<file path="src/hdl/conv_param_pkg.sv">
package conv_param_pkg;

  // pixel, weight and bias word
  localparam int DWIDTH = 16;

  // layer sizes, channel counts and scan positions
  localparam int LWIDTH = 8;

  // sum wraps to the data word
  localparam int ACC_WIDTH = DWIDTH;

endpackage

</file>
<file path="src/hdl/xy_counter.sv">
module xy_counter #(
  parameter int MAX_FIL = 4,
  localparam int IWIDTH = (MAX_FIL > 1) ? $clog2(MAX_FIL * MAX_FIL) : 1
) (
  input  logic                              clk,
  input  logic                              xrst,
  input  logic                              run,
  input  logic [conv_param_pkg::LWIDTH-1:0] size,
  output logic [conv_param_pkg::LWIDTH-1:0] x,
  output logic [conv_param_pkg::LWIDTH-1:0] y,
  output logic [IWIDTH-1:0]                 idx,
  output logic                              last
);

  logic x_end;

  assign x_end = x == size - 1'b1;
  assign last  = x_end && y == size - 1'b1;

  always_ff @(posedge clk) begin
    if (!xrst) begin
      x   <= '0;
      y   <= '0;
      idx <= '0;
    end else if (!run || last) begin
      x   <= '0;
      y   <= '0;
      idx <= '0;
    end else if (x_end) begin
      x   <= '0;
      y   <= y + 1'b1;
      idx <= idx + 1'b1;
    end else begin
      x   <= x + 1'b1;
      idx <= idx + 1'b1;
    end
  end

endmodule

</file>
<file path="config.mk">
export PLATFORM = sky130hd
export DESIGN_NAME = xy_counter
export DESIGN_NICKNAME = d
export VERILOG_FILES = /design/src/hdl/conv_param_pkg.sv /design/src/hdl/xy_counter.sv
export SDC_FILE = /design/constraint.sdc
export NUM_CORES = 1
export LEC_CHECK = 0
export ABC_CLOCK_PERIOD_IN_PS = 2700
export BUFFER_PORTS_ARGS = -buffer_cell sky130_fd_sc_hd__buf_2
export CORE_UTILIZATION = 35
export DETAILED_ROUTE_END_ITERATION = 8
export PLACE_DENSITY = 0.59
export SLEW_MARGIN = 20
export SYNTH_ARGS = -nofsm -noshare
export SYNTH_HDL_FRONTEND = slang
export SYNTH_SLANG_ARGS = --single-unit
</file>
<file path="constraint.sdc">
create_clock -name clk -period 2.7 [get_ports clk]
set_input_delay 0.135 -clock clk [delete_from_list [all_inputs] [get_ports clk]]
set_output_delay 0.135 -clock clk [all_outputs]
set_load 0.02 [all_outputs]
</file>
==> reports/metrics.csv <==
metric,value,unit
Gate Count Post-Synth,157,
Critical-path top delay cell,or3b_2,
gr usage total,16.37,%
Yosys top cell area share,29.17,%
die area,4176,um^2
Synth cell types,40,
num ports,32,
wire per inst,13.03,um
CTS Root Cell,clkbuf_8,
Avg Inst Size Synth,8.742,um^2
PortBufs,31,
Cell Pwr Density,376.3,nW/um^2
vias,1246,
CP max stage delay,0.50,ns
Post-synth EDFFs,0,
placed cells,235,
Routed Antenna Nets,0,
Slew headroom,45.83,%
final setup violating endpoints,0,
Pins Over Slew Limit,0,
num rows,22,
Max clock buf depth,2,
chip width,64.62,um
R2R depth,7,
post-synthesis compound-gate area fraction,19.78,%
most frequent cells in the layout,"31 x buf_2, 20 x dfxtp_1, 16 x nor2_1",
dominant cells by area after synthesis,"dfxtp_1 29%, xnor2_1 9.6%, xor2_1 7.0%",
static leakage,0.6645,nW
vias in the first global route,1144,
Tightest Hold Check Type,primary input to register,
fmax,411.4,MHz
Hold Startpoint,xrst,
largest net degree at the start of global routing,13,
setup_tns,0,ns
routed vias/inst,5.213,
post-CTS setup repair buffer count,0,
"Max FO, Critical Path",8,
Placer Congestion,0.8639,
first drt pass iteration count,4,
critical path class,primary input to output port,
"commonest non-fill, non-tap cell in the layout",buf_2,
final hold slack,0.2962,ns
clk_skew,0.001473,ns
CTS buffer count,3,
layout cells sized above 1,29.32,%
Post-synth ARST share,0,%
Worst Hold Endpoint,x[0]$_SDFF_PP0_,
Final min period,2.431,ns
synth warn,0,
initial antenna violation count,0,
# diodes,0,
post-synth net total,172,
main combinational cell family by area after synthesis,simple AND/OR/NAND/NOR gates,
GRT overflow,0,
status,finished clean,
mapped cell area,1373,um^2
post-synthesis mux area share,0.7293,%
final cell count without fillers,239,
maximum VDD drop,0.2147,mV
Core ar.,3716,um^2
crit path DAT,2.30,ns
unrepaired setup endpoints after global routing,no,
Post-synth top flop,dfxtp_1,
Detailed Route Iter0 Violations,51,
XOR/XNOR Fraction of Synth Area,16.59,%
Reg-to-Reg Start,x[3]$_SDFF_PP0_,
Critical R2R Capture,y[3]$_SDFFE_PP0P_,
Yosys top cell by area,dfxtp_1,
Final Hold Viols,0,
crit end category,output port,
R2R setup slack,0.40,ns
CP startpoint kind,primary input,
clock-pin slew on the worst setup and hold paths,0.08,ns
Synth Register Bits,20,
Area growth syn-to-layout,19.42,%
CTS H-tree depth,1,
Final HPWL DP,2.453,mm
CTS sink cnt,20,
Worst Tran Pin Value,0.8087,ns
hold path depth,3,
Max Cap Viol,0,
Initial Utilization,36.94,%
fin crit share,90.03,%
first-pass GRT wire length,5.285,mm
DRC,0,
PostCTS Resize Cnt,0,
Worst EP required,2.57,ns
Worst-Skew Late Latency,0.26,ns
CTS tree,yes,
fin nets,207,
post-synthesis sequential area ratio,29.17,%
adder-cell share of the synthesized area,3.646,%
Routed WL,3.114,mm
"Critical Path, Cell by Cell",buf_2 > inv_1 > ha_1 > or3b_2 > or3_1 > a211oi_2 > nand4_1 > nor2_1 > buf_2,
hold bufs inserted after CTS,0,
Synth Area in Simple Gates,25.98,%
Die Y,64.62,um
most frequent CP cell,buf_2,
## cells by family after synthesis
logic type,after synthesis
AND/OR/NAND/NOR,65
AO/OA/AOI/OAI,30
XOR/XNOR,26
flip-flops,20
buffers and inverters,11
adder cells (fa/ha/maj),4
multiplexers,1
## synthesized netlist by cell type (all sizes together) (4+ instances only)
library cell and instances:
ha 4, o31ai 6, dfxtp 20, inv 6, nand3 10, a22oi 6
and3 4, nor2 16, or2 4, and2 6, xnor2 15, nand2 6
xor2 11, o21ai 5
## flip-flops by register name (all words and copies together), names as in the netlist
signal,count
x,8
y,8
idx,4
## routing by layer
layer	up-vias	GRT usage (%)	share of wire, %
met5	-	0	0
met4	0	6.667	1.4
met3	5	1.761	3.4
met2	29	24.74	45
met1	583	23.45	50
li1	629	-	-
## power breakdown
part	switching (mW)	internal [mW]	total, mW
Clock	0.103	0.130	0.232
Combinational	0.0496	0.0338	0.0834
Sequential	0.00337	0.298	0.301
Total	0.156	0.461	0.617
## worst max-delay path by stage
stage	end	start	slack (ns)	cells past startpoint
2_1_floorplan	y[0]$_SDFFE_PP0P_	size[0]	0.40	10
3_3_place_gp	idx[3]$_SDFF_PP0_	size[0]	0.23	9
3_5_place_dp	y[1]$_SDFFE_PP0P_	size[0]	0.14	9
4_1_cts	last	size[0]	0.27	9
5_1_grt	last	x[3]$_SDFF_PP0_	0.11	8
6_report	last	size[0]	0.27	9
## critical path, delay by kind of cell
kind                     cells  cell delay (ns)
AO/OA/AOI/OAI                1             0.32
adder cells (fa/ha/maj)      1             0.22
AND/OR/NAND/NOR              4             1.23
buffers and inverters        3             0.39
## metrics by stage
| stage | instance area [um^2] | setup slack (ns) | util, % | total power [mW] |
|---|---|---|---|---|
| 3_5_place_dp | 1584 | 0.1412 | 42.63 | 0.3915 |
| 4_1_cts | 1639 | 0.2700 | 44.11 | 0.6198 |
| 2_1_floorplan | 1373 | 0.3997 | - | 0.3648 |
| 3_3_place_gp | 1584 | 0.2310 | 42.63 | 0.3883 |
| 6_report | 1639 | 0.2692 | 44.11 | 0.6168 |
| 5_1_grt | 1639 | 0.1145 | 44.11 | 0.6448 |
## cell type report
cell class,instances,area [um^2]
well taps,48,60.06
clock buffers,4,55.05
repair buffers,35,185.2
flip-flops and latches,20,400.4
fillers,376,2077
inverters,6,22.52
multi-input cells,126,915.9
No activity file was read; power rests on OpenSTA's default activity.
