[src/hdl/conv_param_pkg.sv]
package conv_param_pkg;

  // pixel, weight and bias word
  localparam int DWIDTH = 16;

  // layer sizes, channel counts and scan positions
  localparam int LWIDTH = 8;

  // sum wraps to the data word
  localparam int ACC_WIDTH = DWIDTH;

endpackage

[src/hdl/conv_mac.sv]
module conv_mac #(
  parameter int MAX_FIL = 4,
  localparam int IWIDTH = (MAX_FIL > 1) ? $clog2(MAX_FIL * MAX_FIL) : 1,
  localparam int DEPTH = MAX_FIL * MAX_FIL
) (
  input  logic                              clk,
  input  logic                              xrst,
  input  logic                              wreg_we,
  input  logic [IWIDTH-1:0]                 wreg_idx,
  input  logic                              breg_we,
  input  logic [conv_param_pkg::DWIDTH-1:0] wdata,
  input  logic                              pix_en,
  input  logic [IWIDTH-1:0]                 pix_idx,
  input  logic [conv_param_pkg::DWIDTH-1:0] pixel,
  input  logic                              acc_clear,
  output logic [conv_param_pkg::DWIDTH-1:0] out_value
);

  logic [conv_param_pkg::DWIDTH-1:0]    wreg [DEPTH];
  logic [conv_param_pkg::DWIDTH-1:0]    breg;
  logic [conv_param_pkg::ACC_WIDTH-1:0] acc;
  logic [conv_param_pkg::ACC_WIDTH-1:0] product;
  logic [IWIDTH:0]                      loaded;

  always_ff @(posedge clk) begin
    if (wreg_we) begin
      wreg[wreg_idx] <= wdata;
    end
    if (breg_we) begin
      breg <= wdata;
    end
  end

  // low half of the product is all that survives the wrap
  assign product = conv_param_pkg::ACC_WIDTH'(pixel * wreg[pix_idx]);

  always_ff @(posedge clk) begin
    if (!xrst) begin
      acc <= '0;
    end else if (acc_clear) begin
      acc <= '0;
    end else if (pix_en) begin
      acc <= acc + product;
    end
  end

  assign out_value = acc + breg;

  // number of weights in the latest load
  always_ff @(posedge clk) begin
    if (!xrst) begin
      loaded <= '0;
    end else if (wreg_we) begin
      loaded <= {1'b0, wreg_idx} + 1'b1;
    end
  end

  // weights arrive in scan order from index 0
  a_wreg_idx: assert property (@(posedge clk) disable iff (!xrst)
    wreg_we |-> {1'b0, wreg_idx} == ($past(wreg_we) ? loaded : '0));

  // pixels only use weights of the latest load, never past MAX_FIL squared
  a_pix_idx: assert property (@(posedge clk) disable iff (!xrst)
    pix_en |-> pix_idx < loaded);

endmodule

[config.mk]
export PLATFORM = sky130hd
export DESIGN_NAME = conv_mac
export DESIGN_NICKNAME = d
export VERILOG_FILES = /design/src/hdl/conv_param_pkg.sv /design/src/hdl/conv_mac.sv
export SDC_FILE = /design/constraint.sdc
export NUM_CORES = 1
export LEC_CHECK = 0
export BUFFER_PORTS_ARGS = -buffer_cell sky130_fd_sc_hd__buf_2
export CORE_ASPECT_RATIO = 0.7
export CORE_MARGIN = 2
export CORE_UTILIZATION = 57
export DETAILED_ROUTE_END_ITERATION = 10
export PLACE_DENSITY = 0.77
export SLEW_MARGIN = 15
export SYNTH_ARGS = -nofsm -noshare
export SYNTH_HDL_FRONTEND = slang
export SYNTH_SLANG_ARGS = --single-unit
[constraint.sdc]
create_clock -name clk -period 6.9 [get_ports clk]
set_clock_uncertainty 0.1 [all_clocks]
set_input_delay 0.345 -clock clk [delete_from_list [all_inputs] [get_ports clk]]
set_output_delay 0.345 -clock clk [all_outputs]
set_load 0.02 [all_outputs]
==> results of run 1 <==
[Yosys cell counts, types with 6 or more instances]
master,n,area (um2)
nand2_1,72,270
buf_6,6,67.6
mux2i_1,27,270
mux4_1,23,604
a21oi_1,18,90.1
mux4_2,46,1040
xnor2_1,40,350
dfxtp_1,16,320
and2_1,64,400
edfxtp_1,272,8170
nor3_1,13,65.1
nand3_1,8,40.0
nor2b_1,9,56.3
o21ai_0,11,55.1
xor2_1,8,70.1
nor2_1,53,199
inv_1,180,676
a211oi_1,7,52.6
clkbuf_1,14,52.6
fa_1,95,1900
buf_4,10,75.1
ha_1,67,838
[state kept, by name, summed over array words and instances (netlist names)]
register and cells:
breg 16, wreg 256, acc 16
[kinds of logic (layout without fill, tap and decap cells)]
group / count (synthesis) / in the layout / share of synthesized area [%]
compound gates: 60 / 60 / 2.43
xor+xnor: 50 / 50 / 2.84
fa+ha+maj: 162 / 162 / 17.0
buf+inv: 218 / 349 / 5.92
flops: 288 / 288 / 52.5
mux: 100 / 100 / 12.2
other cells: 0 / 1 / 0
simple gates: 235 / 235 / 7.06
[layout make-up]
cell class | instances | area (um2)
antenna | 1 | 2.50
inverter | 180 | 676
tap | 371 | 464
clock inverter | 20 | 145
clock buffer | 32 | 747
multi-input combinational | 607 | 6790
sequential | 288 | 8490
timing repair buffer | 117 | 763
fill | 1959 | 9750
[layer usage]
layer	vias to the layer above	global-route usage (%)	share of wire [%]
met5	-	0	0
met4	0	6.29	2.5
met3	58	4.86	7.3
met2	362	41.7	46
met1	4738	37.8	44
li1	4104	-	-
[stage by stage]
| step | setup WS [ns] | std cells |
|---|---|---|
| 2_1_floorplan | 0.0355 | 1113 |
| 3_3_place_gp | -0.117 | 1563 |
| 3_5_place_dp | -0.200 | 1563 |
| 4_1_cts | 0.0591 | 1615 |
| 5_1_grt | 0.0146 | 1615 |
| 6_report | 0.189 | 1616 |
[cells in the final DEF, fill, tap and decap left out, types with 9 or more instances in the layout]
master,count
a21oi_1,17
mux2i_1,27
xnor2_1,40
mux4_2,46
nand2_1,72
buf_2,61
inv_1,180
fa_1,95
mux4_1,23
ha_1,66
clkbuf_16,29
o21ai_0,10
nor3_1,9
nor2_1,41
clkinv_2,10
buf_4,53
dfxtp_1,16
nor2b_1,9
and2_1,64
edfxtp_1,272
nor2_2,12
[worst min-delay path by stage]
| stage | start | to |
|---|---|---|
| final | wdata[14] | wreg[11][14] |
| after global placement | acc[4] | acc[4] |
| after floorplan | wdata[0] | breg[0] |
| after global routing | wdata[8] | wreg[10][8] |
| after CTS | wdata[12] | wreg[4][12] |
| after detailed placement | acc[4] | acc[4] |
[what timing repair did]
item	CTS	global route
resized for setup	0	4
hold endpoints to repair	0	0
setup endpoints to repair	0	2
setup buffers	0	0
[power groups by stage]
stage                     Clock [mW]  Sequential, mW  Combinational [mW]
after CTS                       1.51            2.01                3.90
after detailed placement           0            2.04                3.87
final                           1.49            2.01                3.94
after global routing            1.58            2.01                4.43
after floorplan                    0            2.03                2.90
after global placement             0            2.04                3.78
[worst register-to-register path, stage by stage (launching register included)]
cell and delay [ns]:
edfxtp_1 0.39, mux4_1 0.56, mux4_2 0.56, and2_1 0.21, fa_1 0.53, inv_1 0.05
fa_1 0.47, inv_1 0.05, fa_1 0.49, fa_1 0.52, fa_1 0.50, inv_1 0.06
fa_1 0.48, inv_1 0.04, ha_1 0.32, nand3_1 0.12, a211oi_2 0.06, o31a_1 0.30
o21ai_1 0.14, or2b_2 0.31, xnor3_1 0.19, a211oi_2 0.21
==> run metrics, run 1 <==
routability cong. between 0.8 and 0.9; initial antenna violation count 1; post-layout utilization of the core ~65%; pin count of the biggest net entering global routing 27; synth warn 0; CP Launch Type register; placement row count 51; CTS tree done; clock-pin transition on the worst setup and hold timing paths 0.07 ns; total wire length about 37,000 um; fmax 149 MHz; largest delay contributor family on the critical path adder cells; Initial DRC Count a little over 900; Final Max Tran Viols 0; Worst slew margin 20.9%; fin crit period between 6 and 7 ns; fraction of layout cells with a size suffix above 1 about 20%; number of global-route vias before repair between 9,000 and 10,000; number of clock sinks roughly 290; Pre-Repair DR Iteration Count 8; post-route ant nets 0; vias 9,262; Most used DFF post-synth edfxtp_1; first-pass GRT wire length 56,100 um; Async SR Flop Fraction 0%; Yosys reg bits approximately 290; mapped cell area about 16,000 um2; status complete, no violations; Finish-stage setup viols 0; Area after DPL 17,200 um2; Unique masters post-synth 56; Worst setup startpoint wreg[9][4]; static leakage ~7.2 nW; part of the cycle the worst path needs a little over nine tenths; CP bufs+invs 4; Critical Path RT 7.28 ns; R2R Path Start wreg[9][4]; reg2reg setup slack roughly 0.19 ns; GR Overflow Total 0; Worst-Margin Slew roughly 1.2 ns; IO buf count 61; die footprint roughly 30,000 um2; cell mode on critical path fa_1; Logic pwr share between 50 and 60%; hold_ws around 0.081 ns; Final Net Count about 1,400; clock power share about a fifth; I/O pin cnt 62; Core Area around 28,000 um2; Initial Utilization between 50% and 60%; global router's overall resource usage about a quarter; hold path depth 1; NetSw roughly 2.7 mW; Post-Synthesis Cells roughly 1,100; CTS buffer count 28; Crit Path Category reg -> reg; Hold Fails Final Rpt 0; worst-case clock buffer depth 3; CP max stage cell mux4_1; DRC violations left 0; RSZ-0062 raised after global routing false; Worst R2R Path Depth 21; CP endpoint acc[15]; Design Area, Final ~18,000 um2; Root Buffer clkbuf_16; Hold Path Class in -> reg; Pint ~4.7 mW; total negative slack 0 ns; Die X between 200 and 250 um; sw frac a little over a third; Seq pwr share about 27%; Clk Latency, worst-skew pair 0.55 ns; die height around 140 um; CP max FO 4; hold buffer count at CTS 0; critical path's largest stage delay approximately 0.56 ns; Crit. End Element register; Total Power between 7 and 8 mW; Avg WL per Cell roughly 23 um; syn avg cell area approximately 15 um2; H-tree levels 1; EDFF count, synth 272; max capacitance violation total 0; via/cell ratio between 5 and 6; Levels on crit path 21; Area Overhead vs Synth 11.9%; worst path arrival time between 7 and 8 ns; DPL Wire Length ~26,000 um; peak supply drop a little over 0.0007 V; CP cell instances mux4_1 -> mux4_2 -> and2_1 -> fa_1 -> inv_1 -> fa_1 -> inv_1 -> fa_1 -> fa_1 -> fa_1 -> inv_1 -> fa_1 -> inv_1 -> ha_1 -> nand3_1 -> a211oi_2 -> o31a_1 -> o21ai_1 -> or2b_2 -> xnor3_1 -> a211oi_2; Seq/Total Area, Yosys 52.5%; r2r endpoint acc[15]; PD cells between 400 and 500 nW/um2; Net Count, Synth around 1,300
Power figures use the tool's default switching activity.
==> run 2: changes to the inputs <==
Settings changed: CORE_MARGIN 2 to 10.
==> run metrics, run 2 (synthesized netlist as in run 1, its figures left out) <==
CP max FO 12 (was 4); Top reg by flops wreg (unchanged); Root Buffer clkbuf_16 (unchanged); static leakage 7.14 nW (was 7.15 nW); pin count of the biggest net entering global routing 23 (was 27); IO buf count 61 (unchanged); CP endpoint acc[15] (unchanged); Finish-stage setup viols 0 (unchanged); CP Launch Type register (unchanged); global router's overall resource usage 21.7% (was 26.1%); placement row count 51 (unchanged); GR Overflow Total 0 (unchanged); hold_ws 0.0595 ns (was 0.0807 ns); total negative slack 0 ns (unchanged); fmax 152 MHz (was 149 MHz); Worst R2R Path Depth 21 (unchanged); routability cong. 0.907 (was 0.892); Post-CTS Resized 0 (unchanged); H-tree levels 1 (unchanged); die footprint 35,600 um2 (was 29,700 um2); Die X 221 um (was 205 um); commonest non-fill, non-tap cell in the layout edfxtp_1 (unchanged); Setup Buffers After CTS 0 (unchanged); Initial Utilization 57.9% (was 58.1%); status complete, no violations (unchanged); PD cells 411 nW/um2 (about the same); Hold Fails Final Rpt 0 (unchanged); first-pass GRT wire length 59,500 um (was 56,100 um); R2R Path Start wreg[10][3] (was wreg[9][4]); worst path arrival time 6.99 ns (was 7.09 ns); post-route ant nets 0 (unchanged); number of clock sinks 288 (unchanged); Critical Path RT 7.30 ns (was 7.28 ns); number of global-route vias before repair 9,837 (was 9,452); Largest regs wreg (256), acc (16), breg (16) (unchanged); DRC violations left 0 (unchanged); Post-Place Cells 1,562 (was 1,563); Total Power 7.43 mW (about the same); FILL cells 1,951 (was 1,959); CTS buffer count 28 (unchanged); critical path's largest stage delay 0.56 ns (about the same); most frequent cells in the layout edfxtp_1 (272), inv_1 (180), fa_1 (95) (unchanged); worst-case clock buffer depth 3 (unchanged); Final Net Count 1,429 (was 1,430); worst slack, placed -0.216 ns (was -0.200 ns); die height 161 um (was 145 um); Core Area 27,900 um2 (was 27,800 um2); Final Max Tran Viols 0 (unchanged); DPL Wire Length 26,900 um (was 25,700 um); Levels on crit path 21 (unchanged); r2r endpoint acc[15] (unchanged); Hold Path Class in -> reg (unchanged); Worst setup startpoint wreg[10][3] (was wreg[9][4]); worst setup margin 0.306 ns (was 0.189 ns); Crit. End Element register (unchanged); fin cells 1,611 (was 1,616); I/O pin cnt 62 (unchanged); Avg WL per Cell 23.5 um (was 22.6 um); fraction of layout cells with a size suffix above 1 19.1% (was 19.7%); vias 9,307 (was 9,262); clock-pin transition on the worst setup and hold timing paths 0.07 ns (about the same); Crit Path Category reg -> reg (unchanged); CP cell instances mux4_1 -> mux4_2 -> buf_4 -> nand2_1 -> fa_1 -> fa_1 -> inv_1 -> fa_1 -> fa_1 -> fa_1 -> inv_1 -> fa_1 -> inv_1 -> ha_1 -> nand3_1 -> a211oi_1 -> o31a_1 -> o21ai_1 -> or2b_2 -> xnor3_1 -> a211oi_2 (was mux4_1 -> mux4_2 -> and2_1 -> fa_1 -> inv_1 -> fa_1 -> inv_1 -> fa_1 -> fa_1 -> fa_1 -> inv_1 -> fa_1 -> inv_1 -> ha_1 -> nand3_1 -> a211oi_2 -> o31a_1 -> o21ai_1 -> or2b_2 -> xnor3_1 -> a211oi_2); Pre-Repair DR Iteration Count 5 (was 8); Worst-Margin Slew 1.15 ns (was 1.19 ns); fin crit period 6.59 ns (was 6.71 ns); peak supply drop 0.000632 V (was 0.000717 V); RSZ-0062 raised after global routing false (unchanged); CTS tree done (unchanged); reg2reg setup slack 0.31 ns (was 0.19 ns); Worst slew margin 23.5% (was 20.9%); part of the cycle the worst path needs 95.6% (was 97.3%); CP bufs+invs 4 (unchanged); via/cell ratio 5.78 (was 5.73); Initial DRC Count 1,023 (was 909); number of flip-flops in the largest register 256 (unchanged); hold buffer count at CTS 0 (unchanged); cell mode on critical path fa_1 (unchanged); Area Overhead vs Synth 12.0% (was 11.9%); initial antenna violation count 6 (was 1); max capacitance violation total 0 (unchanged); largest delay contributor family on the critical path adder cells (unchanged); Clk Latency, worst-skew pair 0.57 ns (was 0.55 ns); CP max stage cell fa_1 (was mux4_1); total wire length 37,900 um (was 36,600 um)
==> run 2: worst min path at each step <==
| stage | from | end | slack [ns] | depth (start not counted) |
|---|---|---|---|---|
| 6_report | wdata[10] | wreg[8][10] | 0.06 | 1 |
| 5_1_grt | wdata[10] | wreg[8][10] | 0.07 | 1 |
| 4_1_cts | wdata[10] | wreg[8][10] | 0.04 | 1 |
| 3_5_place_dp | acc[12] | acc[12] | 0.42 | 2 |
| 3_3_place_gp | acc[11] | acc[11] | 0.41 | 2 |
| 2_1_floorplan | wdata[0] | breg[0] | 0.34 | 0 |
==> run 2: routing by layer <==
layer	global-route usage, %	wire length (um)
met4	4.38	786
met2	33.6	17300
met5	0	19
met1	30.6	16400
met3	5.48	3430
==> run 2: area by class of cell <==
type / instances / area, um2 / share of cell area [%]
sequential: 288 / 8490 / 46.9
clock inverter: 14 / 183 / 1.01
inverter: 180 / 676 / 3.74
clock buffer: 33 / 719 / 3.98
antenna: 2 / 5.00 / 0.0277
multi-input combinational: 607 / 6780 / 37.5
tap: 371 / 464 / 2.57
timing repair buffer: 116 / 768 / 4.25
==> run 2: power breakdown <==
part           internal (mW)  switching (mW)
Clock                  0.864           0.661
Combinational           1.91            1.99
Sequential              1.97          0.0316
Total                   4.75            2.68
==> run 2: worst register-to-register path, cell delays in order, from the launching register on <==
cell and delay [ns]:
edfxtp_1 0.38, mux4_1 0.52, mux4_2 0.53, buf_4 0.22, nand2_1 0.09, fa_1 0.44
fa_1 0.56, inv_1 0.06, fa_1 0.49, fa_1 0.51, fa_1 0.49, inv_1 0.05
fa_1 0.47, inv_1 0.04, ha_1 0.31, nand3_1 0.09, a211oi_1 0.07, o31a_1 0.31
o21ai_1 0.11, or2b_2 0.30, xnor3_1 0.19, a211oi_2 0.20
==> run 2: per-stage QoR <==
stage               utilization [%]  area, um2
finish                         64.9      18100
global route                   64.8      18100
floorplan                         -      16200
global placement               61.6      17200
CTS                            64.8      18100
detailed placement             61.6      17200
==> run 3: changes to the inputs <==
Settings changed: CORE_MARGIN 10 to 8.
==> run metrics, run 3 (synthesized netlist as in run 1, its figures left out) <==
Design Area, Final 18,100 um2 (about the same); number of flip-flops in the largest register 256 (unchanged); max capacitance violation total 0 (unchanged); DPL Wire Length 25,800 um (was 26,900 um); Initial DRC Count 939 (was 1,023); Setup Buffers After CTS 0 (unchanged); placement row count 51 (unchanged); CTS tree done (unchanged); routability cong. 0.926 (was 0.907); RSZ-0062 raised after global routing false (unchanged); via/cell ratio 5.70 (was 5.78); vias 9,212 (was 9,307); worst-case clock buffer depth 3 (unchanged); number of clock sinks 288 (unchanged); Largest regs wreg (256), acc (16), breg (16) (unchanged); peak supply drop 0.000620 V (was 0.000632 V); Seq pwr share 27.3% (was 27.0%); DRC violations left 0 (unchanged); Hold Fails Final Rpt 0 (unchanged); fin crit period 6.65 ns (was 6.59 ns); total negative slack 0 ns (unchanged); first-pass GRT wire length 56,500 um (was 59,500 um); part of the cycle the worst path needs 96.4% (was 95.6%); Worst-Margin Slew 1.15 ns (about the same); Critical Path RT 7.29 ns (was 7.30 ns); global router's overall resource usage 22.0% (was 21.7%); fmax 150 MHz (was 152 MHz); CP max FO 4 (was 12); NetSw 2.65 mW (was 2.68 mW); FILL cells 2,002 (was 1,951); I/O pin cnt 62 (unchanged); IO buf count 61 (unchanged); ant diodes 0 (was 2); fraction of layout cells with a size suffix above 1 19.1% (about the same); Top reg by flops wreg (unchanged); Clk Latency, worst-skew pair 0.56 ns (was 0.57 ns); clock-pin transition on the worst setup and hold timing paths 0.08 ns (was 0.07 ns); Crit Path Category reg -> reg (unchanged); clock power share 19.8% (was 20.5%); worst slack, placed -0.0846 ns (was -0.216 ns); Die X 217 um (was 221 um); Final Max Tran Viols 0 (unchanged); status complete, no violations (unchanged); Area Overhead vs Synth 11.8% (was 12.0%); CP Launch Type register (unchanged); Worst slew margin 23.5% (about the same); Area after DPL 17,200 um2 (about the same); number of global-route vias before repair 9,543 (was 9,837); sw frac 36.2% (was 36.1%); worst path arrival time 7.04 ns (was 6.99 ns); pin count of the biggest net entering global routing 29 (was 23); CTS buffer count 27 (was 28); die footprint 34,100 um2 (was 35,600 um2); Total Power 7.33 mW (was 7.43 mW); H-tree levels 1 (unchanged); reg2reg setup slack 0.25 ns (was 0.31 ns); Core Area 27,800 um2 (was 27,900 um2); total wire length 36,900 um (was 37,900 um); Crit. End Element register (unchanged); Pre-Repair DR Iteration Count 5 (unchanged); Final Net Count 1,431 (was 1,429); PD cells 406 nW/um2 (was 411 nW/um2); Finish-stage setup viols 0 (unchanged); Root Buffer clkbuf_16 (unchanged); die height 157 um (was 161 um); static leakage 7.13 nW (was 7.14 nW); commonest non-fill, non-tap cell in the layout edfxtp_1 (unchanged); GR Overflow Total 0 (unchanged); post-route ant nets 0 (unchanged); Hold Path Class in -> reg (unchanged); Pint 4.68 mW (was 4.75 mW); Avg WL per Cell 22.8 um (was 23.5 um); most frequent cells in the layout edfxtp_1 (272), inv_1 (180), fa_1 (95) (unchanged); Logic pwr share 52.8% (was 52.5%); Initial Utilization 58.1% (was 57.9%); worst setup margin 0.250 ns (was 0.306 ns); initial antenna violation count 2 (was 6)
## run 3: what timing repair did
item	in CTS	in global routing
setup endpoints to repair	0	1
resized for setup	0	3
hold buffers	0	0
## run 3: worst paths after layout
| check | start | cells past startpoint | to |
|---|---|---|---|
| max | wreg[8][4] | 21 | acc[15] |
| min | wdata[12] | 1 | breg[12] |
| max reg2reg | wreg[8][4] | 21 | acc[15] |
| min reg2reg | acc[4] | 2 | acc[4] |
## run 3: metal layers
metal	GRT usage (%)	vias to the layer above	part of all wire, %
li1	-	4106	-
met1	31.7	4662	44
met2	34.5	387	46
met3	5.03	53	8.4
met4	4.02	4	1.6
met5	0	-	0.073
## run 3: area by class of cell
class | instances | area (um2) | area share [%]
tap | 371 | 464 | 2.57
inverter | 180 | 676 | 3.74
multi-input combinational | 607 | 6790 | 37.6
clock buffer | 32 | 694 | 3.85
timing repair buffer | 119 | 791 | 4.38
sequential | 288 | 8490 | 47.0
clock inverter | 18 | 156 | 0.866
## run 3: power groups by stage
stage	combinational (mW)	clock, mW	sequential [mW]
final	3.87	1.45	2.00
after global routing	4.41	1.54	2.01
after CTS	3.86	1.47	2.00
after detailed placement	3.81	0	2.04
after global placement	3.75	0	2.04
after floorplan	2.90	0	2.03
## run 3: through the flow
stage | hold WS (ns) | std cells | utilization, %
2_1_floorplan | 0.344 | 1113 | -
3_3_place_gp | 0.409 | 1565 | 61.8
3_5_place_dp | 0.400 | 1565 | 61.8
4_1_cts | 0.0572 | 1615 | 64.8
5_1_grt | 0.0696 | 1615 | 64.9
6_report | 0.0777 | 1615 | 64.9
## run 3: critical path, stage by stage, from the launching register on
cell and delay [ns]:
edfxtp_1 0.38, mux4_1 0.51, mux4_2 0.55, and2_1 0.23, fa_1 0.57, inv_1 0.06, fa_1 0.49, inv_1 0.06
fa_1 0.50, inv_1 0.05, fa_1 0.52, inv_1 0.05, fa_1 0.46, fa_1 0.41, ha_1 0.36, nand3_1 0.10
a211oi_2 0.05, o31a_1 0.29, o21ai_0 0.14, or2b_2 0.31, xnor3_1 0.19, a211oi_2 0.20
