--- config.mk ---
export PLATFORM = sky130hd
export DESIGN_NAME = conv_ctrl
export DESIGN_NICKNAME = d
export VERILOG_FILES = /design/src/hdl/conv_param_pkg.sv /design/src/hdl/conv_state_pkg.sv /design/src/hdl/conv_ctrl.sv
export SDC_FILE = /design/constraint.sdc
export NUM_CORES = 1
export LEC_CHECK = 0
export ABC_CLOCK_PERIOD_IN_PS = 3000
export BUFFER_PORTS_ARGS = -buffer_cell sky130_fd_sc_hd__clkbuf_2
export CAP_MARGIN = 30
export CORE_ASPECT_RATIO = 0.75
export CORE_UTILIZATION = 49
export CTS_CLUSTER_SIZE = 30
export DETAILED_ROUTE_END_ITERATION = 10
export PLACE_DENSITY_LB_ADDON = 0.15
export SLEW_MARGIN = 20
export SYNTH_ARGS = -nofsm -noshare
export SYNTH_HDL_FRONTEND = slang
export SYNTH_SLANG_ARGS = --single-unit
--- constraint.sdc ---
create_clock -name clk -period 3 [get_ports clk]
set_input_delay 0.3 -clock clk [delete_from_list [all_inputs] [get_ports clk]]
set_output_delay 0.3 -clock clk [all_outputs]
set_load 0.02 [all_outputs]
--- src/hdl/conv_param_pkg.sv ---
package conv_param_pkg;

  // pixel, weight and bias word
  localparam int DWIDTH = 16;

  // layer sizes, channel counts and scan positions
  localparam int LWIDTH = 8;

  // sum wraps to the data word
  localparam int ACC_WIDTH = DWIDTH;

endpackage

--- src/hdl/conv_state_pkg.sv ---
package conv_state_pkg;

  // main controller sequence
  typedef enum logic [1:0] {
    S_WAIT    = 2'd0,
    S_NETWORK = 2'd1,
    S_INPUT   = 2'd2,
    S_OUTPUT  = 2'd3
  } core_state_t;

  // what the network read is fetching
  typedef enum logic {
    S_W_WEIGHT = 1'b0,
    S_W_BIAS   = 1'b1
  } weight_phase_t;

endpackage

--- src/hdl/conv_ctrl.sv ---
module conv_ctrl #(
  parameter int IMGSIZE = 10,
  parameter int NETSIZE = 10,
  parameter int MAX_FIL = 4,
  localparam int IWIDTH = (MAX_FIL > 1) ? $clog2(MAX_FIL * MAX_FIL) : 1
) (
  input  logic                              clk,
  input  logic                              xrst,
  input  logic                              req,
  input  logic [conv_param_pkg::LWIDTH-1:0] total_in,
  input  logic [conv_param_pkg::LWIDTH-1:0] total_out,
  input  logic [conv_param_pkg::LWIDTH-1:0] fil_size,
  input  logic [IMGSIZE-1:0]                in_offset,
  input  logic [IMGSIZE-1:0]                out_offset,
  input  logic [NETSIZE-1:0]                net_offset,
  input  logic [conv_param_pkg::DWIDTH-1:0] out_value,
  output logic                              ack,
  output conv_state_pkg::core_state_t       core_state,
  output logic                              w_run,
  output logic [conv_param_pkg::LWIDTH-1:0] w_size,
  input  logic [IWIDTH-1:0]                 w_idx,
  input  logic                              w_last,
  output logic                              p_run,
  output logic [conv_param_pkg::LWIDTH-1:0] p_size,
  input  logic [IWIDTH-1:0]                 p_idx,
  input  logic                              p_last,
  output logic                              mem_img_we,
  output logic [IMGSIZE-1:0]                mem_img_addr,
  output logic [conv_param_pkg::DWIDTH-1:0] mem_img_wdata,
  output logic [NETSIZE-1:0]                mem_net_addr,
  output logic                              wreg_we,
  output logic [IWIDTH-1:0]                 wreg_idx,
  output logic                              breg_we,
  output logic                              pix_en,
  output logic [IWIDTH-1:0]                 pix_idx,
  output logic                              acc_clear
);

  conv_state_pkg::core_state_t   state;
  conv_state_pkg::weight_phase_t phase;

  logic [conv_param_pkg::LWIDTH-1:0] total_in_r;
  logic [conv_param_pkg::LWIDTH-1:0] total_out_r;
  logic [conv_param_pkg::LWIDTH-1:0] fil_size_r;
  logic [conv_param_pkg::LWIDTH-1:0] count_in;
  logic [conv_param_pkg::LWIDTH-1:0] count_out;
  logic [IMGSIZE-1:0]                in_offset_r;
  logic [IMGSIZE-1:0]                out_offset_r;
  logic [IMGSIZE-1:0]                in_addr;
  logic [NETSIZE-1:0]                net_addr;
  logic                              out_step;
  logic                              start;
  logic                              last_in;
  logic                              last_out;
  logic                              network_end;
  logic                              output_end;

// ==========================================================================
// main sequence
// ==========================================================================

  assign start    = state == conv_state_pkg::S_WAIT && req;
  assign last_in  = count_in == total_in_r - 1'b1;
  assign last_out = count_out == total_out_r - 1'b1;

  // bias word follows the weights of the last input channel
  assign network_end = state == conv_state_pkg::S_NETWORK
                    && (last_in ? phase == conv_state_pkg::S_W_BIAS : w_last);
  assign output_end  = state == conv_state_pkg::S_OUTPUT && out_step;

  always_ff @(posedge clk) begin
    if (!xrst) begin
      state     <= conv_state_pkg::S_WAIT;
      count_in  <= '0;
      count_out <= '0;
    end else begin
      case (state)
        conv_state_pkg::S_WAIT:
          if (req) state <= conv_state_pkg::S_NETWORK;
        conv_state_pkg::S_NETWORK:
          if (network_end) state <= conv_state_pkg::S_INPUT;
        conv_state_pkg::S_INPUT:
          if (p_last) begin
            if (last_in) begin
              state    <= conv_state_pkg::S_OUTPUT;
              count_in <= '0;
            end else begin
              state    <= conv_state_pkg::S_NETWORK;
              count_in <= count_in + 1'b1;
            end
          end
        conv_state_pkg::S_OUTPUT:
          if (out_step) begin
            if (last_out) begin
              state     <= conv_state_pkg::S_WAIT;
              count_out <= '0;
            end else begin
              state     <= conv_state_pkg::S_NETWORK;
              count_out <= count_out + 1'b1;
            end
          end
        default:
          state <= conv_state_pkg::S_WAIT;
      endcase
    end
  end

  always_ff @(posedge clk) begin
    if (!xrst) begin
      phase <= conv_state_pkg::S_W_WEIGHT;
    end else if (phase == conv_state_pkg::S_W_BIAS) begin
      phase <= conv_state_pkg::S_W_WEIGHT;
    end else if (state == conv_state_pkg::S_NETWORK && w_last && last_in) begin
      phase <= conv_state_pkg::S_W_BIAS;
    end
  end

  // job parameters, held for the whole run
  always_ff @(posedge clk) begin
    if (!xrst) begin
      total_in_r   <= '0;
      total_out_r  <= '0;
      fil_size_r   <= '0;
      in_offset_r  <= '0;
      out_offset_r <= '0;
    end else if (start) begin
      total_in_r   <= total_in;
      total_out_r  <= total_out;
      fil_size_r   <= fil_size;
      in_offset_r  <= in_offset;
      out_offset_r <= out_offset;
    end
  end

  always_ff @(posedge clk) begin
    if (!xrst) begin
      ack      <= 1'b1;
      out_step <= 1'b0;
    end else begin
      out_step <= state == conv_state_pkg::S_OUTPUT && !out_step;
      if (start) ack <= 1'b0;
      else if (output_end && last_out) ack <= 1'b1;
    end
  end

  assign core_state = state;

// ==========================================================================
// addresses and counters
// ==========================================================================

  assign w_run  = state == conv_state_pkg::S_NETWORK && phase == conv_state_pkg::S_W_WEIGHT;
  assign w_size = fil_size_r;
  assign p_run  = state == conv_state_pkg::S_INPUT;
  assign p_size = fil_size_r;

  // input scan restarts for every output channel
  always_ff @(posedge clk) begin
    if (!xrst) begin
      in_addr  <= '0;
      net_addr <= '0;
    end else if (start) begin
      in_addr  <= in_offset;
      net_addr <= net_offset;
    end else begin
      if (p_run) in_addr <= in_addr + 1'b1;
      else if (output_end) in_addr <= in_offset_r;
      if (state == conv_state_pkg::S_NETWORK) net_addr <= net_addr + 1'b1;
    end
  end

  assign mem_net_addr  = net_addr;
  assign mem_img_we    = output_end;
  assign mem_img_wdata = out_value;
  assign mem_img_addr  = state == conv_state_pkg::S_OUTPUT
                       ? out_offset_r + IMGSIZE'(count_out)
                       : in_addr;

// ==========================================================================
// strobes to the mac, one cycle behind the memory address
// ==========================================================================

  always_ff @(posedge clk) begin
    if (!xrst) begin
      wreg_we   <= 1'b0;
      breg_we   <= 1'b0;
      pix_en    <= 1'b0;
      acc_clear <= 1'b0;
    end else begin
      wreg_we   <= w_run;
      breg_we   <= state == conv_state_pkg::S_NETWORK && phase == conv_state_pkg::S_W_BIAS;
      pix_en    <= p_run;
      acc_clear <= start || (output_end && !last_out);
    end
  end

  always_ff @(posedge clk) begin
    wreg_idx <= w_idx;
    pix_idx  <= p_idx;
  end

  a_fil_size: assert property (@(posedge clk) disable iff (!xrst)
    start |-> (fil_size >= 1 && fil_size <= MAX_FIL));

  // host waits for ack before the next job
  a_req_busy: assert property (@(posedge clk) disable iff (!xrst)
    !ack |-> !req);

endmodule

==> summary.md, run 1 <==
| Metric | Value |
|---|---|
| Outcome | `completed` |
| Synth area leader | `dfxtp_1` |
| R2r startpoint | `total_in_r[2]` |
| CTS H-tree lvls | `3` |
| Setup_tns | `0 ns` |
| Post-synth top area share | `39.4%` |
| Root buf cell | `clkbuf_16` |
| DP HPWL | `8610 um` |
| Reg clk slew, reported paths | `0.07 ns` |
| Worst r2r dst | `core_state[0]` |
| Power per cell area | `around 560 mW/mm^2` |
| Cts bufs inserted | `9` |
| CTS sink cnt | `a little under 100` |
| # DRC | `0` |
| Hold WC Path Type | `primary input to register` |
| P_leak | `0.00254 uW` |
| Fillcell total | `923` |
| Total Power | `~3300 uW` |
| Initial DRC Count | `236` |
| Placed cells | `820` |
| Gp weighted congestion | `~0.93` |
| Seq/Total Area, Yosys | `roughly 39%` |
| Avg Vias per Cell | `5.32` |
| Max-Cap Viols | `0` |
| Worst path cell trace | `ha_1 > inv_1 > fa_2 > nor2b_1 > o21a_1 > o21a_1 > o211ai_1 > a2111oi_2 > nand3b_1 > buf_4` |
| Synth area leaders | `dfxtp_1, nand2_1, a21oi_1, xnor2_1, xor2_1` |
| #FFs+latches synth | `97` |
| Slew HR | `58.1%` |
| Count of cell types in the netlist | `56` |
| I/O pins | `153` |
| Non-filler cells in the finished layout | `837` |
| TritonCTS clock tree | `built` |
| CP Launch Point | `count_out[0]` |
| Initial antenna violation count | `0` |
| CP dominant cell by count | `o21a_1` |
| Most used DFF post-synth | `dfxtp_1` |
| Commonest cells in the synthesized netlist | `nand2_1, dfxtp_1, a21oi_1, nor2_1, xnor2_1` |
| Tmin final | `2.85 ns` |
| Seq. cell area | `0.00195 sq mm` |
| N_diodes | `0` |
| Syn-to-layout area delta | `17.9%` |
| Number of synthesized flops with an enable pin | `0` |
| Final Cycle Share | `95.1%` |
| Share of layout cells above drive strength 1 | `roughly 22%` |
| Startpoint types | `register` |
| Worst setup path endpoint | `mem_img_addr[8]` |
| Initial Utilization | `50.8%` |
| Multi-input gate area | `about 0.0026 sq mm` |
| Post-route antenna net violation count | `0` |
| First-pass iteration count of the detailed router | `4` |
| Slowest cell on crit path | `dfxtp_4` |
| Design area | `0.00581 sq mm` |
| R2R depth | `6` |
| Worst-Skew Late Latency | `around 0.35 ns` |
| Worst Setup Path Type | `register to output pin` |
| Num rows | `31` |
| # nets final | `798` |
| Critical Path AT | `2.55 ns` |
| Critical-path maximum fanout | `6` |
| CP Capture Type | `output pin` |
| CP Data Required Time | `2.70 ns` |
| Top-count cell post-synth | `nand2_1` |
| VDD IR max | `around 0.00029 V` |
| Routed WL | `12,000 um` |
| Total gr overflow | `0` |
| Synthesized area | `0.00493 sq mm` |
| Yosys warning count | `0` |
| Core box area | `0.00970 sq mm` |
| Largest net degree at the start of global routing | `52` |
| Worst-margin pin slew | `roughly 0.63 ns` |
| Hold_buf cts | `0` |
| Port bufs | `120` |
| Max Slew Vio Count | `0` |
| Final Skew | `0.00697 ns` |
| Reg2Reg Setup Slack | `slightly above 0.7 ns` |
| DP Area | `0.00548 sq mm` |
| Wire per inst | `about 14 um` |
| Ys async rst share | `0%` |
| F_max | `0.350 GHz` |
| Worst path max stage delay | `0.38 ns` |
| Via count | `4,457` |
| Die area | `approximately 0.010 sq mm` |
| Clock buffer depth | `2` |
| Final Hold Vio Count | `0` |
| Vias in the first global route | `between 3k and 4k` |
| Die Ht | `88.8 um` |
| Syn nets | `711` |
| Cells after synthesis | `613` |
| Finish-stage setup viols | `0` |
| Global-route usage over all layers | `23.1%` |
| First-pass GRT wire length | `~19,000 um` |
| Die X | `118 um` |
| Avg Cell Area, Syn | `roughly 8 sq um` |
how the worst min path moves through the flow:
stage                  start     endpoint  slack, ns  cells past startpoint
global placement    p_idx[0]   pix_idx[0]       0.40                      1
floorplan           p_idx[0]   pix_idx[0]       0.33                      0
global route        p_idx[3]   pix_idx[3]       0.03                      1
CTS                 w_idx[0]  wreg_idx[0]       0.04                      1
finish              w_idx[0]  wreg_idx[0]       0.05                      1
detailed placement  w_idx[1]  wreg_idx[1]       0.40                      1
sequential cells by signal, indices dropped and copies added (netlist names):
signal and cells:
out_step 1, out_offset_r 10, core_state 2, total_in_r 8, in_addr 10, wreg_we 1, count_in 8, phase 1
pix_idx 4, in_offset_r 10, count_out 8, pix_en 1, mem_net_addr 10, breg_we 1, ack 1, acc_clear 1
wreg_idx 4, total_out_r 8, p_size 8
timing repair:
| item | in CTS | in global routing |
|---|---|---|
| setup endpoints to repair | 0 | 2 |
| gates resized for setup | 0 | 7 |
| buffers inserted | 0 | 1 |
per-layer routing:
metal	track usage (%)	wire length [um]	share of wire, %	vias to the layer above
li1	-	-	-	2245
met2	37.4	5590	47	132
met1	30.1	5700	48	2062
met4	8.97	124	1.0	0
met3	5.54	567	4.7	18
met5	0	0	0	-
per-stage QoR:
step                      hold WS (ns)  util [%]  setup WS [ns]
after global placement           0.402      56.5          0.466
after floorplan                  0.328         -          0.603
after detailed placement         0.404      56.5          0.417
after global routing            0.0337      59.9        -0.0102
final                           0.0479      59.9          0.146
after CTS                       0.0372      59.7        0.00439
worst max-delay path, delay by kind of cell, from the launching register on:
| kind | cells | cell delay [ns] |
|---|---|---|
| buf+inv | 2 | 0.20 |
| fa+ha+maj | 2 | 0.50 |
| compound gates | 4 | 0.82 |
| simple gates | 2 | 0.29 |
| flops | 1 | 0.38 |
cell families after synthesis:
kind of cell               Yosys count  synth area share, %
and+or+nand+nor                    242                 22.0
AOI/OAI and AO/OA                  133                 17.3
DFF                                 97                 39.4
buffers and inverters               70                 7.24
xor gates and xnor gates            52                 9.24
adders and majority gates           15                 3.96
muxes                                4                0.863
placed cells by master, fill, tap and decap left out, drive strengths merged, types with 3 or more instances in the layout:
master	n
buf	12
a21oi	56
nor3	9
nor2b	4
dfxtp	97
o21a	6
clkinv	3
nor2	37
nand3	18
ha	14
nand2	134
o31ai	5
or3	4
a31oi	4
o21ai	25
inv	13
nand4	8
a21boi	5
and3	11
a211oi	4
clkbuf	133
o211a	8
xnor2	27
xor2	25
nor3b	4
area by class of cell:
| class | count | area share [%] |
|---|---|---|
| clock buffer | 14 | 4.72 |
| clock inverter | 2 | 0.603 |
| inverter | 15 | 0.970 |
| multi-input combinational | 446 | 45.6 |
| sequential | 97 | 33.5 |
| tap | 132 | 2.84 |
| timing repair buffer | 131 | 11.8 |
where the power goes:
group | leakage, uW | total, uW | switching (uW) | internal (uW)
combinational | 0.00159 | 613 | 364 | 248
clock | 0.000153 | 1190 | 480 | 714
sequential | 0.000797 | 1470 | 91.4 | 1380
total | 0.00254 | 3270 | 935 | 2340
No activity file was read; power rests on OpenSTA's default activity.
==> run 2: changes to the inputs <==
Settings changed: ABC_CLOCK_PERIOD_IN_PS 3000 to 3700, CORE_UTILIZATION 49 to 56, CTS_CLUSTER_DIAMETER from default to 40.
Clock period 3 ns to 3.7 ns, I/O delays scaled along.
==> summary.md, run 2 (synthesis gave the netlist of run 1 again) <==
| Metric | Value |
|---|---|
| Outcome | `completed` |
| Routed WL | `around 11,000 um` |
| Total Power | `2550 uW` |
| Largest net degree at the start of global routing | `53` |
| Syn-to-layout area delta | `15.5%` |
| Worst-margin pin slew | `0.808 ns` |
| Hold_ws | `0.119 ns` |
| Finish-stage setup viols | `0` |
| VDD IR max | `0.000339 V` |
| Most frequent cells in the layout | `nand2_1, clkbuf_2, dfxtp_1, a21oi_1, nor2_1` |
| RSZ-0062 raised after global routing | `false` |
| R2R depth | `8` |
| Slowest cell on crit path | `dfxtp_1` |
| Clock buffer depth | `2` |
| Via count | `around 4.4k` |
| CP Depth | `10` |
| Gp weighted congestion | `a little under 0.9` |
| Critical-path maximum fanout | `6` |
| Cts bufs inserted | `9` |
| Wire per inst | `13.7 um` |
| Hold WC Path Type | `primary input to register` |
| I/O pins | `between 150 and 200` |
| First-pass GRT wire length | `approximately 18,000 um` |
| Avg Vias per Cell | `5.42` |
| N_diodes | `0` |
| CP dominant cell by count | `o21a_1` |
| Setup ws final | `0.687 ns` |
| Worst path max stage delay | `0.43 ns` |
| WP buf/inv | `2` |
| Root buf cell | `clkbuf_16` |
| Vias in the first global route | `3,974` |
| Die Ht | `83.2 um` |
| PostCTS Resize Cnt | `0` |
| Die X | `110 um` |
| First-pass iteration count of the detailed router | `4` |
| # DRC | `0` |
| Fillcell total | `around 740` |
| Initial Utilization | `between 50% and 60%` |
| Critical Path AT | `approximately 2.6 ns` |
| Startpoint types | `register` |
| Crit-path leading delay family | `compound AO/OA/AOI/OAI gates` |
| Core box area | `roughly 0.0085 sq mm` |
| Final Hold Vio Count | `0` |
| Reg clk slew, reported paths | `0.07 ns` |
| Max-Cap Viols | `0` |
| Post-CTS Setup Bufs | `0` |
| F_max | `~0.33 GHz` |
| # nets final | `790` |
| P_leak | `between 0.002 and 0.003 uW` |
| Global-route usage over all layers | `25.1%` |
| Hold_buf cts | `0` |
| Final Skew | `0.00633 ns` |
| Post-route antenna net violation count | `0` |
| DP HPWL | `between 8000 and 9000 um` |
| Num rows | `29` |
| Max Slew Vio Count | `0` |
| Total gr overflow | `0` |
| Share of layout cells above drive strength 1 | `21.2%` |
| Worst path cell trace | `ha_1 > inv_1 > fa_1 > nor2b_1 > o21a_1 > o21a_1 > o211ai_1 > a2111oi_0 > nand3b_1 > clkbuf_2` |
| Worst-Skew Late Latency | `0.35 ns` |
| Worst Setup Path Type | `register to output pin` |
| Final Cycle Share | `81.4%` |
| Power per cell area | `approximately 450 mW/mm^2` |
| Slew HR | `45.7%` |
| Die area | `0.00918 sq mm` |
| TritonCTS clock tree | `built` |
| Tmin final | `about 3 ns` |
| Setup_tns | `0 ns` |
| CTS H-tree lvls | `3` |
| Initial DRC Count | `134` |
| CP Capture Type | `output pin` |
| CTS sink cnt | `between 90 and 100` |
| Commonest non-fill, non-tap cell in the layout | `nand2_1` |
| Hold Crit Depth | `1` |
| Initial antenna violation count | `0` |
| CP Data Required Time | `3.33 ns` |
| Port bufs | `120` |
| Worst slack, placed | `1.06 ns` |
[run 2: cell count changes in the layout (fill, tap and decap cells not counted), sizes merged]
cell	change
buf	-9
bufinv	-1
clkbuf	-3
clkinv	+3
inv	+2
[run 2: worst paths after layout]
kind | slack, ns | start | to
worst max-delay path | 0.69 | count_out[0] | mem_img_addr[8]
worst min-delay path | 0.12 | w_idx[1] | wreg_idx[1]
worst min register to register | 0.45 | in_offset_r[3] | in_offset_r[3]
worst max register to register | 1.13 | total_out_r[0] | count_out[5]
[run 2: per-layer routing]
metal	share of wire (%)	vias up	global-route usage, %
met5	0	-	0
met4	1.6	0	8.73
met3	5.9	30	5.26
met2	45	108	40.4
met1	47	1997	32.9
li1	-	2230	-
[run 2: cell type report]
type / count / area [sq um] / area share, %
Multi-Input combinational cell: 446 / 2640 / 46.3
Sequential cell: 97 / 1940 / 34.1
Clock buffer: 10 / 239 / 4.20
Inverter: 15 / 56.3 / 0.989
Timing Repair Buffer: 123 / 643 / 11.3
Clock inverter: 6 / 41.3 / 0.725
Tap cell: 108 / 135 / 2.37
[run 2: power breakdown]
group / switching, uW / total, uW / internal, uW / leakage, uW
clock: 396 / 872 / 476 / 0.000143
combinational: 289 / 489 / 200 / 0.00156
sequential: 71.8 / 1190 / 1120 / 0.000797
[run 2: worst reg2reg max path: stages, from the launching register on]
cell and delay, ns:
dfxtp_1 0.44, inv_1 0.07, ha_1 0.29, o21ba_2 0.23, a221oi_1 0.29, a41o_1 0.13
nand3_1 0.11, o31ai_1 0.69, nor2_1 0.17
[run 2: through the flow]
step / instances / utilization (%) / cell area, sq um
2_1_floorplan: 613 / - / 4930
3_3_place_gp: 788 / 63.4 / 5390
3_5_place_dp: 789 / 63.7 / 5410
4_1_cts: 805 / 67.0 / 5690
5_1_grt: 805 / 67.0 / 5690
6_report: 805 / 67.0 / 5690
==> run 3: changes to the inputs <==
Settings changed: ABC_AREA from default to 1, ABC_CLOCK_PERIOD_IN_PS 3700 to 2720, CORE_UTILIZATION 56 to 47.
Clock period 3.7 ns to 2.72 ns, I/O delays scaled along.
==> summary.md, run 3 <==
| Metric | Value |
|---|---|
| Outcome | `completed` |
| R2r startpoint | `total_in_r[0]` |
| Share of layout cells above drive strength 1 | `23.8%` |
| DP HPWL | `roughly 9000 um` |
| RSZ-0062 raised after global routing | `true` |
| Final core occ | `58.6%` |
| Cells after synthesis | `710` |
| Count of cell types in the netlist | `41` |
| Seq/Total Area, Yosys | `a little under two fifths` |
| DP Area | `approximately 0.0056 sq mm` |
| Commonest cells in the synthesized netlist | `nand2_1, dfxtp_1, nor2_1, inv_1, o21ai_0` |
| Top layer in use | `met4` |
| Initial DRC Count | `around 250` |
| Yosys warning count | `0` |
| Clock buffer depth | `2` |
| Placed cells | `920` |
| Die Ht | `between 90 and 100 um` |
| Global-route usage over all layers | `23.4%` |
| Port bufs | `120` |
| Reg2Reg Setup Slack | `0.65 ns` |
| Reg clk slew, reported paths | `roughly 0.07 ns` |
| First-pass iteration count of the detailed router | `5` |
| CTS H-tree lvls | `3` |
| Post-route antenna net violation count | `0` |
| CP Capture Type | `output pin` |
| Hold_ws | `~0.024 ns` |
| Critical Path AT | `2.40 ns` |
| Top-count cell post-synth | `nand2_1` |
| Via count | `4,868` |
| Tmin final | `between 2 and 3 ns` |
| Worst r2r dst | `count_in[3]` |
| Wire per inst | `13.4 um` |
| Hold Crit Start | `p_idx[0]` |
| WHS Endpoint | `pix_idx[0]` |
| CP Data Required Time | `approximately 2.5 ns` |
| Most used DFF post-synth | `dfxtp_1` |
| WL met3 | `621 um` |
| Routed WL | `12,700 um` |
| Avg Cell Area, Syn | `a little over 7 sq um` |
| N_diodes | `0` |
| Synthesized area | `0.00507 sq mm` |
| Non-filler cells in the finished layout | `943` |
| Final Hold Vio Count | `0` |
| Die X | `122 um` |
| Syn nets | `808` |
| Max-Cap Viols | `0` |
| Initial antenna violation count | `0` |
| Fillcell total | `998` |
| Commonest non-fill, non-tap cell in the layout | `nand2_1` |
| Core box area | `a little over 0.01 sq mm` |
| Avg Vias per Cell | `between 5 and 6` |
| Vias in the first global route | `about 4.6k` |
| Cts bufs inserted | `9` |
| Initial Utilization | `48.9%` |
| Hold WC Path Type | `primary input to register` |
| Num rows | `32` |
| # nets final | `900` |
| Final Skew | `0.00486 ns` |
| Startpoint types | `register` |
| Finish-stage setup viols | `0` |
| Worst Setup Path Type | `register to output pin` |
| Max Slew Vio Count | `0` |
| Critical-path maximum fanout | `3` |
| P_leak | `0.00279 uW` |
| R2R depth | `13` |
| Root buf cell | `clkbuf_16` |
| Ys async rst share | `0%` |
| #FFs+latches synth | `97` |
| Number of synthesized flops with an enable pin | `0` |
| Slew HR | `a little over half` |
| Final Cycle Share | `between 90% and 100%` |
| # DRC | `0` |
| Design area | `0.00607 sq mm` |
| Worst-Skew Late Latency | `0.34 ns` |
| Syn-to-layout area delta | `19.9%` |
| Most frequent cells in the layout | `nand2_1, clkbuf_2, nor2_1, dfxtp_1, inv_1` |
| Synth area leaders | `dfxtp_1, nand2_1, nor2_1, o21ai_0, a21oi_1` |
| Die area | `0.0112 sq mm` |
| Synth area leader | `dfxtp_1` |
| Hold_buf cts | `0` |
| Gp weighted congestion | `~0.84` |
| Hold Crit Depth | `1` |
| Total gr overflow | `0` |
| Post-synth top area share | `38.3%` |
| Power per cell area | `749 mW/mm^2` |
| VDD IR max | `0.000552 V` |
| Met1 WL | `5840 um` |
| F_max | `between 0.3 and 0.4 GHz` |
| Largest net degree at the start of global routing | `76` |
| I/O pins | `153` |
| Routed length on met2 | `5970 um` |
| First-pass GRT wire length | `between 20,000 and 25,000 um` |
| Worst-margin pin slew | `0.688 ns` |
| TritonCTS clock tree | `built` |
| CTS sink cnt | `slightly below 100` |
[run 3: per-layer routing]
layer	global-route usage, %	vias up
li1	-	2481
met1	30.2	2224
met2	38.8	132
met3	5.04	31
met4	7.30	0
met5	0	-
[run 3: final cells by class]
cell class	count	area, sq um	area share, %
sequential	97	1950	32.1
multi-input combinational	491	2650	43.6
clock buffer	11	243	4.00
tap	136	170	2.80
timing repair buffer	131	686	11.3
clock inverter	5	103	1.69
inverter	72	277	4.55
[run 3: cell families (layout without fill, tap and decap cells)]
logic type,Yosys count,in the layout,share of synthesized area (%)
compound gates,144,144,15.8
xor+xnor,26,26,4.49
fa+ha+maj,15,15,3.85
buf+inv,122,219,11.0
flops,97,97,38.3
simple gates,306,306,26.5
[run 3: worst max-delay path: stages, from the launching register on]
cell     delay [ns]
dfxtp_4        0.37
ha_4           0.14
inv_4          0.04
fa_2           0.38
inv_2          0.08
nand3_2        0.07
nand2_2        0.08
nand2_2        0.06
nand2_2        0.07
a21oi_2        0.06
nor2_1         0.15
o21ai_2        0.09
buf_4          0.13
nand3_1        0.06
a31oi_1        0.08
buf_4          0.17
[run 3: report_power, final]
| part | internal, uW | switching [uW] |
|---|---|---|
| sequential | 1610 | 152 |
| combinational | 462 | 865 |
| clock | 923 | 545 |
| total | 2990 | 1560 |
[run 3: what timing repair did]
action | in CTS | in global routing
resized for setup | 6 | 20
buffers inserted | 1 | 6
gates cloned | 0 | 0
pin swaps | 0 | 8
setup endpoints to repair | 2 | 3
[run 3: stage by stage]
stage / power (uW) / TNS [ns] / worst slack [ns]
after floorplan: 2760 / 0 / 0.502
after global routing: 4820 / -0.154 / -0.0876
after CTS: 4560 / 0 / 0.000231
final: 4550 / 0 / 0.0439
after global placement: 3060 / 0 / 0.385
after detailed placement: 3090 / 0 / 0.230
[run 3: worst max path at each step]
stage,startpoint,endpoint,slack (ns)
detailed placement,count_out[0],mem_img_addr[8],0.23
CTS,count_out[0],mem_img_addr[8],0.0002
floorplan,count_out[0],mem_img_addr[8],0.50
global placement,count_out[2],mem_img_addr[9],0.39
finish,count_out[0],mem_img_addr[8],0.04
global route,count_out[2],mem_img_addr[9],-0.09
